**config.mk**
```make
export PLATFORM = sky130hd
export DESIGN_NAME = board_top
export DESIGN_NICKNAME = d
export VERILOG_FILES = /design/src/hw/board_pkg.sv /design/src/hw/video_if.sv /design/src/hw/reset_stretcher.sv /design/src/hw/button_debouncer.sv /design/src/hw/video_timing.sv /design/src/hw/pixel_shader.sv /design/src/hw/board_top.sv
export SDC_FILE = /design/constraint.sdc
export NUM_CORES = 1
export LEC_CHECK = 0
export BUFFER_PORTS_ARGS = -buffer_cell sky130_fd_sc_hd__buf_2
export CAP_MARGIN = 20
export CORE_MARGIN = 2
export CORE_UTILIZATION = 60
export DETAILED_ROUTE_END_ITERATION = 12
export PLACE_DENSITY_LB_ADDON = 0.25
export SLEW_MARGIN = 20
export SYNTH_ARGS = -nofsm -noshare
export SYNTH_HDL_FRONTEND = slang
export SYNTH_SLANG_ARGS = --single-unit
export TNS_END_PERCENT = 20
```
**constraint.sdc**
```tcl
create_clock -name design_clk -period 2.8 [get_ports design_clk]
set_input_delay 0.42 -clock design_clk [delete_from_list [all_inputs] [get_ports design_clk]]
set_output_delay 0.42 -clock design_clk [all_outputs]
set_load 0.05 [all_outputs]
```
**src/hw/board_pkg.sv**
```systemverilog
`default_nettype none

package board_pkg;

  // color depth of the design side, the header only gets the top 4 bits
  localparam int color_depth = 6;
  localparam int color_max = 63;

  localparam int num_leds = 5;
  localparam int num_btns = 3;

  // 640x480 horizontal timing, in pixels
  localparam int h_active = 640;
  localparam int h_sync_start = 656;
  localparam int h_sync_end = 752;
  localparam int h_total = 800;

  // vertical timing, in lines
  localparam int v_active = 480;
  localparam int v_sync_start = 490;
  localparam int v_sync_end = 492;
  localparam int v_total = 525;

  localparam int coord_width = 10;
  localparam int bar_width = h_active / 8;  // eight color bars

  localparam int debounce_cycles = 1024;
  localparam int debounce_width = $clog2(debounce_cycles);

  localparam int reset_stretch_cycles = 32;
  localparam int stretch_width = $clog2(reset_stretch_cycles + 1);

  localparam int pattern_width = 2;
  localparam logic [pattern_width-1:0] pattern_bars = 2'd0;
  localparam logic [pattern_width-1:0] pattern_checker = 2'd1;
  localparam logic [pattern_width-1:0] pattern_gradient = 2'd2;

endpackage

`default_nettype wire

```
**src/hw/video_if.sv**
```systemverilog
`timescale 1ns/1ps
`default_nettype none

interface video_if;
  import board_pkg::*;

  logic [coord_width-1:0] x;
  logic [coord_width-1:0] y;
  logic active;
  logic hs;  // active low
  logic vs;  // active low
  logic frame_start;  // one cycle at x=0, y=0

  modport source (
    output x, y, active, hs, vs, frame_start
  );

  modport sink (
    input x, y, active, hs, vs, frame_start
  );

endinterface

`default_nettype wire

```
**src/hw/reset_stretcher.sv**
```systemverilog
`timescale 1ns/1ps
`default_nettype none

module reset_stretcher (
  input  logic design_clk,
  input  logic rst,
  output logic sys_rst
);
  import board_pkg::*;

  logic [stretch_width-1:0] stretch_cnt;
  logic stretch_q;

  always_ff @(posedge design_clk) begin
    if (rst) begin
      stretch_cnt <= stretch_width'(reset_stretch_cycles);
      stretch_q <= 1'b1;
    end else begin
      if (stretch_cnt != '0) begin
        stretch_cnt <= stretch_cnt - 1'b1;
      end
      stretch_q <= (stretch_cnt != '0);  // drops one edge after count hits zero
    end
  end

  // external reset passes straight through, the counter only extends it
  assign sys_rst = rst | stretch_q;

endmodule

`default_nettype wire

```
**src/hw/button_debouncer.sv**
```systemverilog
`timescale 1ns/1ps
`default_nettype none

module button_debouncer (
  input  logic design_clk,
  input  logic sys_rst,
  input  logic [board_pkg::num_btns-1:0] btns,
  output logic [board_pkg::num_btns-1:0] btn_level
);
  import board_pkg::*;

  logic [num_btns-1:0] sync_q1;
  logic [num_btns-1:0] sync_q2;
  logic [debounce_width-1:0] stable_cnt [num_btns];

  // two flop synchronizer, pins are asynchronous to design_clk
  always_ff @(posedge design_clk) begin
    if (sys_rst) begin
      sync_q1 <= '0;
      sync_q2 <= '0;
    end else begin
      sync_q1 <= btns;
      sync_q2 <= sync_q1;
    end
  end

  always_ff @(posedge design_clk) begin
    if (sys_rst) begin
      btn_level <= '0;
      for (int i = 0; i < num_btns; i++) begin
        stable_cnt[i] <= '0;
      end
    end else begin
      for (int i = 0; i < num_btns; i++) begin
        if (sync_q2[i] == btn_level[i]) begin
          stable_cnt[i] <= '0;  // no pending change, or a bounce back
        end else if (stable_cnt[i] == debounce_width'(debounce_cycles - 1)) begin
          stable_cnt[i] <= '0;
          btn_level[i] <= sync_q2[i];  // stable long enough
        end else begin
          stable_cnt[i] <= stable_cnt[i] + 1'b1;
        end
      end
    end
  end

endmodule

`default_nettype wire

```
**src/hw/video_timing.sv**
```systemverilog
`timescale 1ns/1ps
`default_nettype none

module video_timing (
  input  logic design_clk,
  input  logic sys_rst,
  video_if.source vid
);
  import board_pkg::*;

  logic [coord_width-1:0] h_cnt;
  logic [coord_width-1:0] v_cnt;
  logic h_last;
  logic v_last;
  logic h_visible;
  logic v_visible;
  logic running;

  assign h_last = (h_cnt == coord_width'(h_total - 1));
  assign v_last = (v_cnt == coord_width'(v_total - 1));

  always_ff @(posedge design_clk) begin
    if (sys_rst) begin
      h_cnt <= '0;
      v_cnt <= '0;
    end else if (h_last) begin
      h_cnt <= '0;
      if (v_last) begin
        v_cnt <= '0;
      end else begin
        v_cnt <= v_cnt + 1'b1;
      end
    end else begin
      h_cnt <= h_cnt + 1'b1;
    end
  end

  // counters sit at 0,0 in reset, which already gives idle sync levels
  assign running = ~sys_rst;
  assign h_visible = (h_cnt < coord_width'(h_active));
  assign v_visible = (v_cnt < coord_width'(v_active));

  assign vid.x = h_cnt;
  assign vid.y = v_cnt;

  assign vid.hs = ~((h_cnt >= coord_width'(h_sync_start)) &&
                    (h_cnt < coord_width'(h_sync_end)));
  assign vid.vs = ~((v_cnt >= coord_width'(v_sync_start)) &&
                    (v_cnt < coord_width'(v_sync_end)));

  assign vid.active = running & h_visible & v_visible;

  // first cycle after reset is already pixel 0,0 of frame 0
  assign vid.frame_start = running & (h_cnt == '0) & (v_cnt == '0);

endmodule

`default_nettype wire

```
**src/hw/pixel_shader.sv**
```systemverilog
`timescale 1ns/1ps
`default_nettype none

module pixel_shader (
  input  logic design_clk,
  input  logic sys_rst,
  video_if.sink vid,
  input  logic [board_pkg::num_btns-1:0] btn_level,
  output logic [board_pkg::color_depth-1:0] r,
  output logic [board_pkg::color_depth-1:0] g,
  output logic [board_pkg::color_depth-1:0] b,
  output logic hs,
  output logic vs,
  output logic [board_pkg::num_leds-1:0] leds
);
  import board_pkg::*;

  logic [pattern_width-1:0] pattern;
  logic [pattern_width-1:0] sel_pattern;
  logic [2:0] pattern_onehot;
  logic [coord_width-1:0] bar_idx;
  logic checker_on;
  logic [color_depth-1:0] r_next;
  logic [color_depth-1:0] g_next;
  logic [color_depth-1:0] b_next;

  // new pattern applies from pixel 0,0 of the frame onwards
  always_comb begin
    sel_pattern = pattern;
    if (vid.frame_start) begin
      if (btn_level[0]) begin
        sel_pattern = pattern_bars;
      end else if (btn_level[1]) begin
        sel_pattern = pattern_checker;
      end else if (btn_level[2]) begin
        sel_pattern = pattern_gradient;
      end
    end
  end

  always_comb begin
    case (sel_pattern)
      pattern_bars:     pattern_onehot = 3'b001;
      pattern_checker:  pattern_onehot = 3'b010;
      pattern_gradient: pattern_onehot = 3'b100;
      default:          pattern_onehot = 3'b000;
    endcase
  end

  assign bar_idx = vid.x / coord_width'(bar_width);
  assign checker_on = vid.x[5] ^ vid.y[5];  // 32 pixel squares

  always_comb begin
    r_next = '0;
    g_next = '0;
    b_next = '0;
    if (vid.active) begin
      case (sel_pattern)
        pattern_bars: begin
          r_next = bar_idx[2] ? color_depth'(color_max) : '0;
          g_next = bar_idx[1] ? color_depth'(color_max) : '0;
          b_next = bar_idx[0] ? color_depth'(color_max) : '0;
        end
        pattern_checker: begin
          r_next = checker_on ? color_depth'(color_max) : '0;
          g_next = checker_on ? color_depth'(color_max) : '0;
          b_next = checker_on ? color_depth'(color_max) : '0;
        end
        pattern_gradient: begin
          r_next = vid.x[4 +: color_depth];  // x / 16
          g_next = vid.y[3 +: color_depth];  // y / 8
        end
        default: begin
          r_next = '0;
        end
      endcase
    end
  end

  always_ff @(posedge design_clk) begin
    if (sys_rst) begin
      r <= '0;
      g <= '0;
      b <= '0;
      hs <= 1'b1;
      vs <= 1'b1;
      pattern <= pattern_bars;
      leds <= '0;
    end else begin
      r <= r_next;
      g <= g_next;
      b <= b_next;
      hs <= vid.hs;  // keep sync aligned with color
      vs <= vid.vs;
      pattern <= sel_pattern;
      leds[2:0] <= pattern_onehot;
      leds[3] <= leds[3] ^ vid.frame_start;  // frame heartbeat
      leds[4] <= vid.active;
    end
  end

endmodule

`default_nettype wire

```
**src/hw/board_top.sv**
```systemverilog
`timescale 1ns/1ps
`default_nettype none

module board_top (
  input  logic design_clk,
  input  logic rst,
  input  logic btn1,
  input  logic btn2,
  input  logic btn3,
  output logic led1,
  output logic led2,
  output logic led3,
  output logic led4,
  output logic led5,
  output logic [3:0] vga_r,
  output logic [3:0] vga_g,
  output logic [3:0] vga_b,
  output logic vga_hs,
  output logic vga_vs
);
  import board_pkg::*;

  logic sys_rst;
  logic [num_btns-1:0] btns;
  logic [num_btns-1:0] btn_level;
  logic [num_leds-1:0] leds;
  logic [color_depth-1:0] r;
  logic [color_depth-1:0] g;
  logic [color_depth-1:0] b;
  logic hs;
  logic vs;

  video_if vid ();

  assign btns = {btn3, btn2, btn1};

  reset_stretcher reset_stretcher_i (
    .design_clk (design_clk),
    .rst        (rst),
    .sys_rst    (sys_rst)
  );

  button_debouncer button_debouncer_i (
    .design_clk (design_clk),
    .sys_rst    (sys_rst),
    .btns       (btns),
    .btn_level  (btn_level)
  );

  video_timing video_timing_i (
    .design_clk (design_clk),
    .sys_rst    (sys_rst),
    .vid        (vid.source)
  );

  pixel_shader pixel_shader_i (
    .design_clk (design_clk),
    .sys_rst    (sys_rst),
    .vid        (vid.sink),
    .btn_level  (btn_level),
    .r          (r),
    .g          (g),
    .b          (b),
    .hs         (hs),
    .vs         (vs),
    .leds       (leds)
  );

  // led placement on the board is not in index order
  assign led4 = leds[0];
  assign led3 = leds[1];
  assign led5 = leds[2];
  assign led2 = leds[3];
  assign led1 = leds[4];

  // 12 pin header, upper bits of each channel
  assign vga_r = r[color_depth-1 -: 4];
  assign vga_g = g[color_depth-1 -: 4];
  assign vga_b = b[color_depth-1 -: 4];
  assign vga_hs = hs;
  assign vga_vs = vs;

endmodule

`default_nettype wire

```
After elaboration in Yosys (flattened, before gate mapping)
Memories as Yosys holds them, arrays and structs flattened. Index checks and enable logic that the tools add are counted.

Register bits after elaboration: 63. Memory bits (writable): 30. Output and inout bits: 19. Memories: 1.

Add/subtract/negate cells: 6. Divide/modulo/power cells: 1. Order comparisons: 6. Eq/ne operators: 10. Muxes and demuxes: 57. Bitwise gates (word level): 23. Reductions and logical operators: 11.

Memories: button_debouncer_i.stable_cnt (words 3, width 10, rd ports 3, clocked after Yosys merged registers in 0, write ports 3, RTL line button_debouncer.sv:14) `logic [debounce_width-1:0] stable_cnt [num_btns];`.

Operators with widths (count): 10-bit two-way mux (10); 10-bit by 1-bit adder with 10-bit output (second input constant) (5); 10-bit equality test (second input constant) (5); 6-bit case mux with 3 select lines (2); 1-bit two-way mux (35); 6-bit two-way mux (4); 10-bit logical NOT (2); 10-bit less-than comparator (second input constant) (2); 10-bit by 9-bit less-than comparator with 1-bit output (second input constant) (2); 6-bit case mux with 2 select lines (1); 10-bit by 7-bit divider with 10-bit output (second input constant) (1); 10-bit greater-or-equal comparator (second input constant) (1); 10-bit by 9-bit greater-or-equal comparator with 1-bit output (second input constant) (1); 1-bit OR (10); 3-bit case mux with 3 select lines (1); 2-bit two-way mux (4); 1-bit NOT (7); 2-bit AND reduction (3); 6-bit nonzero test (1); 6-bit by 1-bit subtractor with 6-bit output (second input constant) (1); 1-bit bitwise AND (4); 2-bit OR reduction (2); 1-bit equality test (3); 2-bit by 1-bit equality test with 1-bit output (second input constant) (1); other kinds (4) (6).

Logic depth before layout (Yosys ltp)
Word-level depth: 7. Mapped depth: 9. Depth with buffers taken out: 8.

By module
From an unflattened synthesis, not the netlist that was laid out.

Cell total of the unflattened synthesis: 453. Area, all modules: 4375.4 um^2.

By module, submodules not included: button_debouncer (instances 1, cells an instance 176, area an instance 1915.6 um^2); video_timing (instances 1, cells an instance 132, area an instance 1099.8 um^2); pixel_shader (instances 1, cells an instance 110, area an instance 1007.2 um^2); reset_stretcher (instances 1, cells an instance 35, area an instance 352.8 um^2).

Worst setup path before layout
OpenSTA, ideal clock, no wires.

Path type: in2reg. From: in rst. To: reg pixel_shader_i.g[2] (netlist name). Setup time: 77 ps. Data arrival time: 2351 ps. Required time: 2723 ps. Setup slack: 371 ps. Stages on the path: 7. Buffers on the path: 1. Path through: clkbuf_1 > or4_1 > or3_4 > or2_4 > o21a_4 > or3b_4 > a31oi_1.

Word-level cells in the longest chain between the ends: 7.

RTL lines: from (decl) (RTL line board_top.sv:6) `input logic rst,`; 1-bit OR * (RTL line reset_stretcher.sv:27) `assign sys_rst = rst | stretch_q;`; 1-bit NOT (RTL line video_timing.sv:39) `assign running = ~sys_rst;`; 1-bit bitwise AND (2 in series) (RTL line video_timing.sv:54) `assign vid.frame_start = running & (h_cnt == '0) & (v_cnt == '0);`; 2-bit two-way mux (RTL line pixel_shader.sv:30) `if (vid.frame_start) begin`; 2-bit equality test (tied with other cells) (RTL line pixel_shader.sv:58) `case (sel_pattern)`; 6-bit case mux with 3 select lines (RTL line pixel_shader.sv:58); to (signal assigned) (RTL line pixel_shader.sv:91) `g <= g_next;`; to (decl) (RTL line pixel_shader.sv:10) `output logic [board_pkg::color_depth-1:0] g,`.

Every way passes the cells marked *; elsewhere a longest branch is shown, timed or not. A chain may end at the register's enable or synchronous reset.

Final worst setup path
From: reg video_timing_i.v_cnt[5], in the netlist video_timing_i.vid.y[5]. To: reg pixel_shader_i.g[5] (netlist name).

Word-level cells in the longest chain between the ends: 5.

RTL lines: from (decl) (RTL line video_timing.sv:12) `logic [coord_width-1:0] v_cnt;`; from (signal assigned) (RTL line video_timing.sv:31) `v_cnt <= v_cnt + 1'b1;`; parallel branches: the longest is 5 deep, another holds 10-bit by 9-bit less-than comparator with 1-bit output.

Several ways; the timed one is not identified.

==> reports/summary.log <==
INFO  run            max-cap-violations=0
INFO  cts            ctsHtreeMaxLevel=3
INFO  global_routing first_pass_grt_wire_length=11,800um
INFO  critical_path  critical_path.max_fanout=15
INFO  floorplan      die_width=84.7um
INFO  synthesis      postSynth.topFlopCell=sky130_fd_sc_hd__dfxtp_1
INFO  synthesis      yosysTopAreaCellShare=27.7%
INFO  finish         post-route-util=69.5%
INFO  power_and_ir_drop report.power.total=2.46mW
INFO  cts            post_cts_buffers=0
INFO  sta            setup_tns=0ns
INFO  routing        viasPerCell=5.28
INFO  sta            setup_ws=0.274ns
INFO  synthesis      mappedNetlistArea=3900squm
INFO  critical_path  critical-path-max-stage-delay=0.55ns
INFO  sta            fin_crit=2.53ns
INFO  sta            finalCritPeriodShare=90.2%
INFO  floorplan      floorplan.die.height=84.7um
INFO  power_and_ir_drop pwr_per_cell_area=562nW/um^2
INFO  sta            final.setup_skew=0.0102ns
INFO  routing        routed_wirelength=6810um
INFO  finish         fillCellCount=511
INFO  synthesis      main_combinational_cell_family_by_area_after_synthesis=simple AND/OR/NAND/NOR gates
INFO  critical_path  critical_path_class=reg -> reg
INFO  sta            grt_setup_unrepaired=no
INFO  sta            max_slew.worst_pin.slew=0.497ns
INFO  placed_design  globalplace.congestion=0.766
INFO  floorplan      die_area=7170squm
INFO  cts            cts.sinks=84
INFO  synthesis      synth_top_cell_by_area=sky130_fd_sc_hd__dfxtp_1
INFO  placed_design  hpwl=4870um
INFO  power_and_ir_drop worst_ir_drop_vdd=0.490mV
INFO  cts            insertion_delay=0.34ns
INFO  floorplan      floorplan.core_area=6310squm
INFO  synthesis      synth-warning-count=0
INFO  finish         antennaDiodeCount=0
INFO  critical_path  worstSetupEndpointType=flip-flop
INFO  finish         multi_input_area=1880squm
INFO  sta            finalSetupViolCount=0
INFO  floorplan      num_io_pins=24
INFO  sta            finalMaxSlewViolations=0
INFO  critical_path  cp.buffers_inverters=0
INFO  routing        detail_route.wl_per_cell=12.5um
INFO  power_and_ir_drop total_leakage_power=1.69nW
INFO  critical_path  worst_path_max_delay_cell=sky130_fd_sc_hd__or4_4
INFO  finish         area.growth.synth_to_final=12.3%
INFO  synthesis      syn_inst=413
INFO  sta            hold_viol_final=0
INFO  synthesis      post_synth_fa_ha_maj_area_fraction=2.88%
INFO  routing        final_antenna_net_count=0
INFO  cts            cts_repair_resize_count=0
INFO  synthesis      complex_gate_fraction_of_the_synthesized_area=6.47%
INFO  synthesis      post_synth_xor_area_fraction=11.0%
INFO  sta            relSlewSlack=66.7%
INFO  routing        detail_route.drc_violations=0
INFO  critical_path  worst_path_required_time=3.06ns
INFO  global_routing pin_count_of_the_biggest_net_entering_global_routing=16
INFO  critical_path  start_kind=flip-flop
INFO  floorplan      start_util=61.9%
INFO  finish         regArea=1980squm
INFO  cts            clk_pin_slew=0.09ns
INFO  finish         nNetsFinal=476
INFO  floorplan      row_count=29
INFO  synthesis      synth_async_sr_flop_share=0%
INFO  worst_hold_path hp-class=in -> reg
INFO  cts            hold_buffers=0
INFO  synthesis      synth_area_leaders=sky130_fd_sc_hd__dfxtp_1 (28%), sky130_fd_sc_hd__edfxtp_1 (23%), sky130_fd_sc_hd__nor2_1 (7.4%)
INFO  cts            cts_root_buffer=sky130_fd_sc_hd__clkbuf_8
INFO  finish         final_layout_size_suffix_gt1_share=11.6%
INFO  critical_path  crit_path_cell_trace=or4_4 > or3_4 > or2_4 > o21a_4 > or3b_4 > a31oi_1
INFO  cts            number_of_buffers_added_by_the_clock_tree_synthesis_step=9
INFO  synthesis      yosys_register_bits=84
INFO  critical_path  crit_arrival=2.78ns
INFO  sta            max_freq=396MHz
INFO  global_routing vias_in_the_first_global_route=2,776
INFO  run_status     status=completed
INFO  sta            hold_slack=0.272ns
INFO  routing        vias=2,872
INFO  global_routing grt_antenna_before_repair=0
INFO  synthesis      edff_count_synth=30
INFO  placed_design  port_buffers=23
INFO  cts            max-clock-path-buffers=2
INFO  placed_design  pre_cts_ws=0.275ns
INFO  synthesis      post_synth_and_or_nand_nor_area_fraction=23.6%
INFO  global_routing globalRouteTotalUtil=20.3%
INFO  cts            cts_tree=built
INFO  synthesis      synth_unique_cells=49
INFO  global_routing grt_overflow_total=0
INFO  synthesis      ys_seq_area_share=50.8%
INFO  routing        dr.pass1.iters=4
INFO  synthesis      synth.mux.area_fraction=1.28%
INFO  routing        first_iter_violations=138
INFO  synthesis      synth_area_per_cell=9.46squm
INFO  critical_path  cpLargestDelayFamily=simple AND/OR/NAND/NOR gates
## routing by layer
| layer | up-vias | track usage [%] | part of all wire (%) |
|---|---|---|---|
| met3 | 14 | 3.83 | 3.2 |
| met5 | - | 0 | 0 |
| met2 | 51 | 34.6 | 51 |
| met1 | 1341 | 24.9 | 44 |
| li1 | 1466 | - | - |
| met4 | 0 | 9.24 | 1.6 |
## power by group
part | total [mW] | internal (mW) | switching [mW]
sequential | 1.36 | 1.31 | 0.0418
clock | 0.902 | 0.500 | 0.402
combinational | 0.207 | 0.0895 | 0.117
## sequential cells by signal (all words and copies together) (netlist names), 2 cells and up
register and cells:
button_debouncer_i.stable_cnt 30, video_timing_i.vid.x 10, video_timing_i.vid.y 10, reset_stretcher_i.stretch_cnt 6
pixel_shader_i.leds 5, pixel_shader_i.g 4, pixel_shader_i.r 4, button_debouncer_i.btn_level 3
button_debouncer_i.sync_q1 3, button_debouncer_i.sync_q2 3, pixel_shader_i.pattern 2
## synth_stat cells, types with 2 or more instances
master,n
sky130_fd_sc_hd__xnor2_1,19
sky130_fd_sc_hd__edfxtp_1,30
sky130_fd_sc_hd__a31oi_1,4
sky130_fd_sc_hd__dfxtp_1,54
sky130_fd_sc_hd__buf_2,2
sky130_fd_sc_hd__nand2_1,27
sky130_fd_sc_hd__clkbuf_1,14
sky130_fd_sc_hd__nand3_1,26
sky130_fd_sc_hd__or4_1,3
sky130_fd_sc_hd__nand2b_1,5
sky130_fd_sc_hd__nor2_1,77
sky130_fd_sc_hd__buf_4,3
sky130_fd_sc_hd__a21oi_1,11
sky130_fd_sc_hd__or2_2,4
sky130_fd_sc_hd__nand4_1,7
sky130_fd_sc_hd__nor3_1,8
sky130_fd_sc_hd__or3_1,2
sky130_fd_sc_hd__and2_1,9
sky130_fd_sc_hd__nor4_1,3
sky130_fd_sc_hd__nor2b_1,2
sky130_fd_sc_hd__ha_1,9
sky130_fd_sc_hd__and3_1,14
sky130_fd_sc_hd__mux2i_1,5
sky130_fd_sc_hd__inv_1,14
sky130_fd_sc_hd__o21ai_0,7
sky130_fd_sc_hd__o31ai_1,2
sky130_fd_sc_hd__xor2_1,30
## worst paths after layout
kind,from,end,slack [ns],cells past startpoint
max reg2reg,video_timing_i.vid.y[5],pixel_shader_i.g[5],0.27,6
min,btn2,button_debouncer_i.sync_q1[1],0.27,2
max,video_timing_i.vid.y[5],pixel_shader_i.g[5],0.27,6
min reg2reg,button_debouncer_i.sync_q1[2],button_debouncer_i.sync_q2[2],0.43,1
## cells in the final DEF, fill, tap and decap left out, types with 2 or more instances in the layout
master / netlist / routed
sky130_fd_sc_hd__nor2_1: 77 / 77
sky130_fd_sc_hd__dfxtp_1: 54 / 54
sky130_fd_sc_hd__xor2_1: 30 / 30
sky130_fd_sc_hd__edfxtp_1: 30 / 30
sky130_fd_sc_hd__conb_1: 1 / 30
sky130_fd_sc_hd__nand2_1: 27 / 27
sky130_fd_sc_hd__nand3_1: 26 / 26
sky130_fd_sc_hd__buf_2: 2 / 23
sky130_fd_sc_hd__xnor2_1: 19 / 19
sky130_fd_sc_hd__inv_1: 14 / 14
sky130_fd_sc_hd__and3_1: 14 / 14
sky130_fd_sc_hd__a21oi_1: 11 / 11
sky130_fd_sc_hd__and2_1: 9 / 9
sky130_fd_sc_hd__ha_1: 9 / 9
sky130_fd_sc_hd__clkbuf_8: 0 / 9
sky130_fd_sc_hd__nor3_1: 8 / 8
sky130_fd_sc_hd__nand4_1: 7 / 7
sky130_fd_sc_hd__o21ai_0: 7 / 7
sky130_fd_sc_hd__buf_4: 3 / 7
sky130_fd_sc_hd__nand2b_1: 5 / 5
sky130_fd_sc_hd__mux2i_1: 5 / 5
sky130_fd_sc_hd__or2_2: 4 / 4
sky130_fd_sc_hd__a31oi_1: 4 / 4
sky130_fd_sc_hd__or4_1: 3 / 3
sky130_fd_sc_hd__nor4_1: 3 / 3
sky130_fd_sc_hd__o31ai_1: 2 / 2
sky130_fd_sc_hd__nor2b_1: 2 / 2
sky130_fd_sc_hd__or3_1: 2 / 2
sky130_fd_sc_hd__clkbuf_1: 14 / 2
sky130_fd_sc_hd__bufinv_16: 0 / 2
sky130_fd_sc_hd__clkinv_2: 0 / 2
## through the flow
stage | cells | area [sq um]
floorplan | 442 | 4010
global placement | 528 | 4180
detailed placement | 528 | 4180
CTS | 544 | 4390
global route | 544 | 4390
finish | 544 | 4390
## area by class of cell
type | instances | area share (%)
Timing Repair Buffer | 30 | 3.82
Inverter | 14 | 1.20
Multi-Input combinational cell | 323 | 42.8
Clock inverter | 5 | 1.77
Tap cell | 77 | 2.20
Sequential cell | 84 | 45.2
Clock buffer | 11 | 2.99
## cells by family after synthesis
family | count (synthesis)
buf+inv | 35
compound gates | 38
other cells | 1
flops | 84
mux | 5
xor+xnor | 49
fa+ha+maj | 9
simple gates | 192
Power figures use the tool's default switching activity.
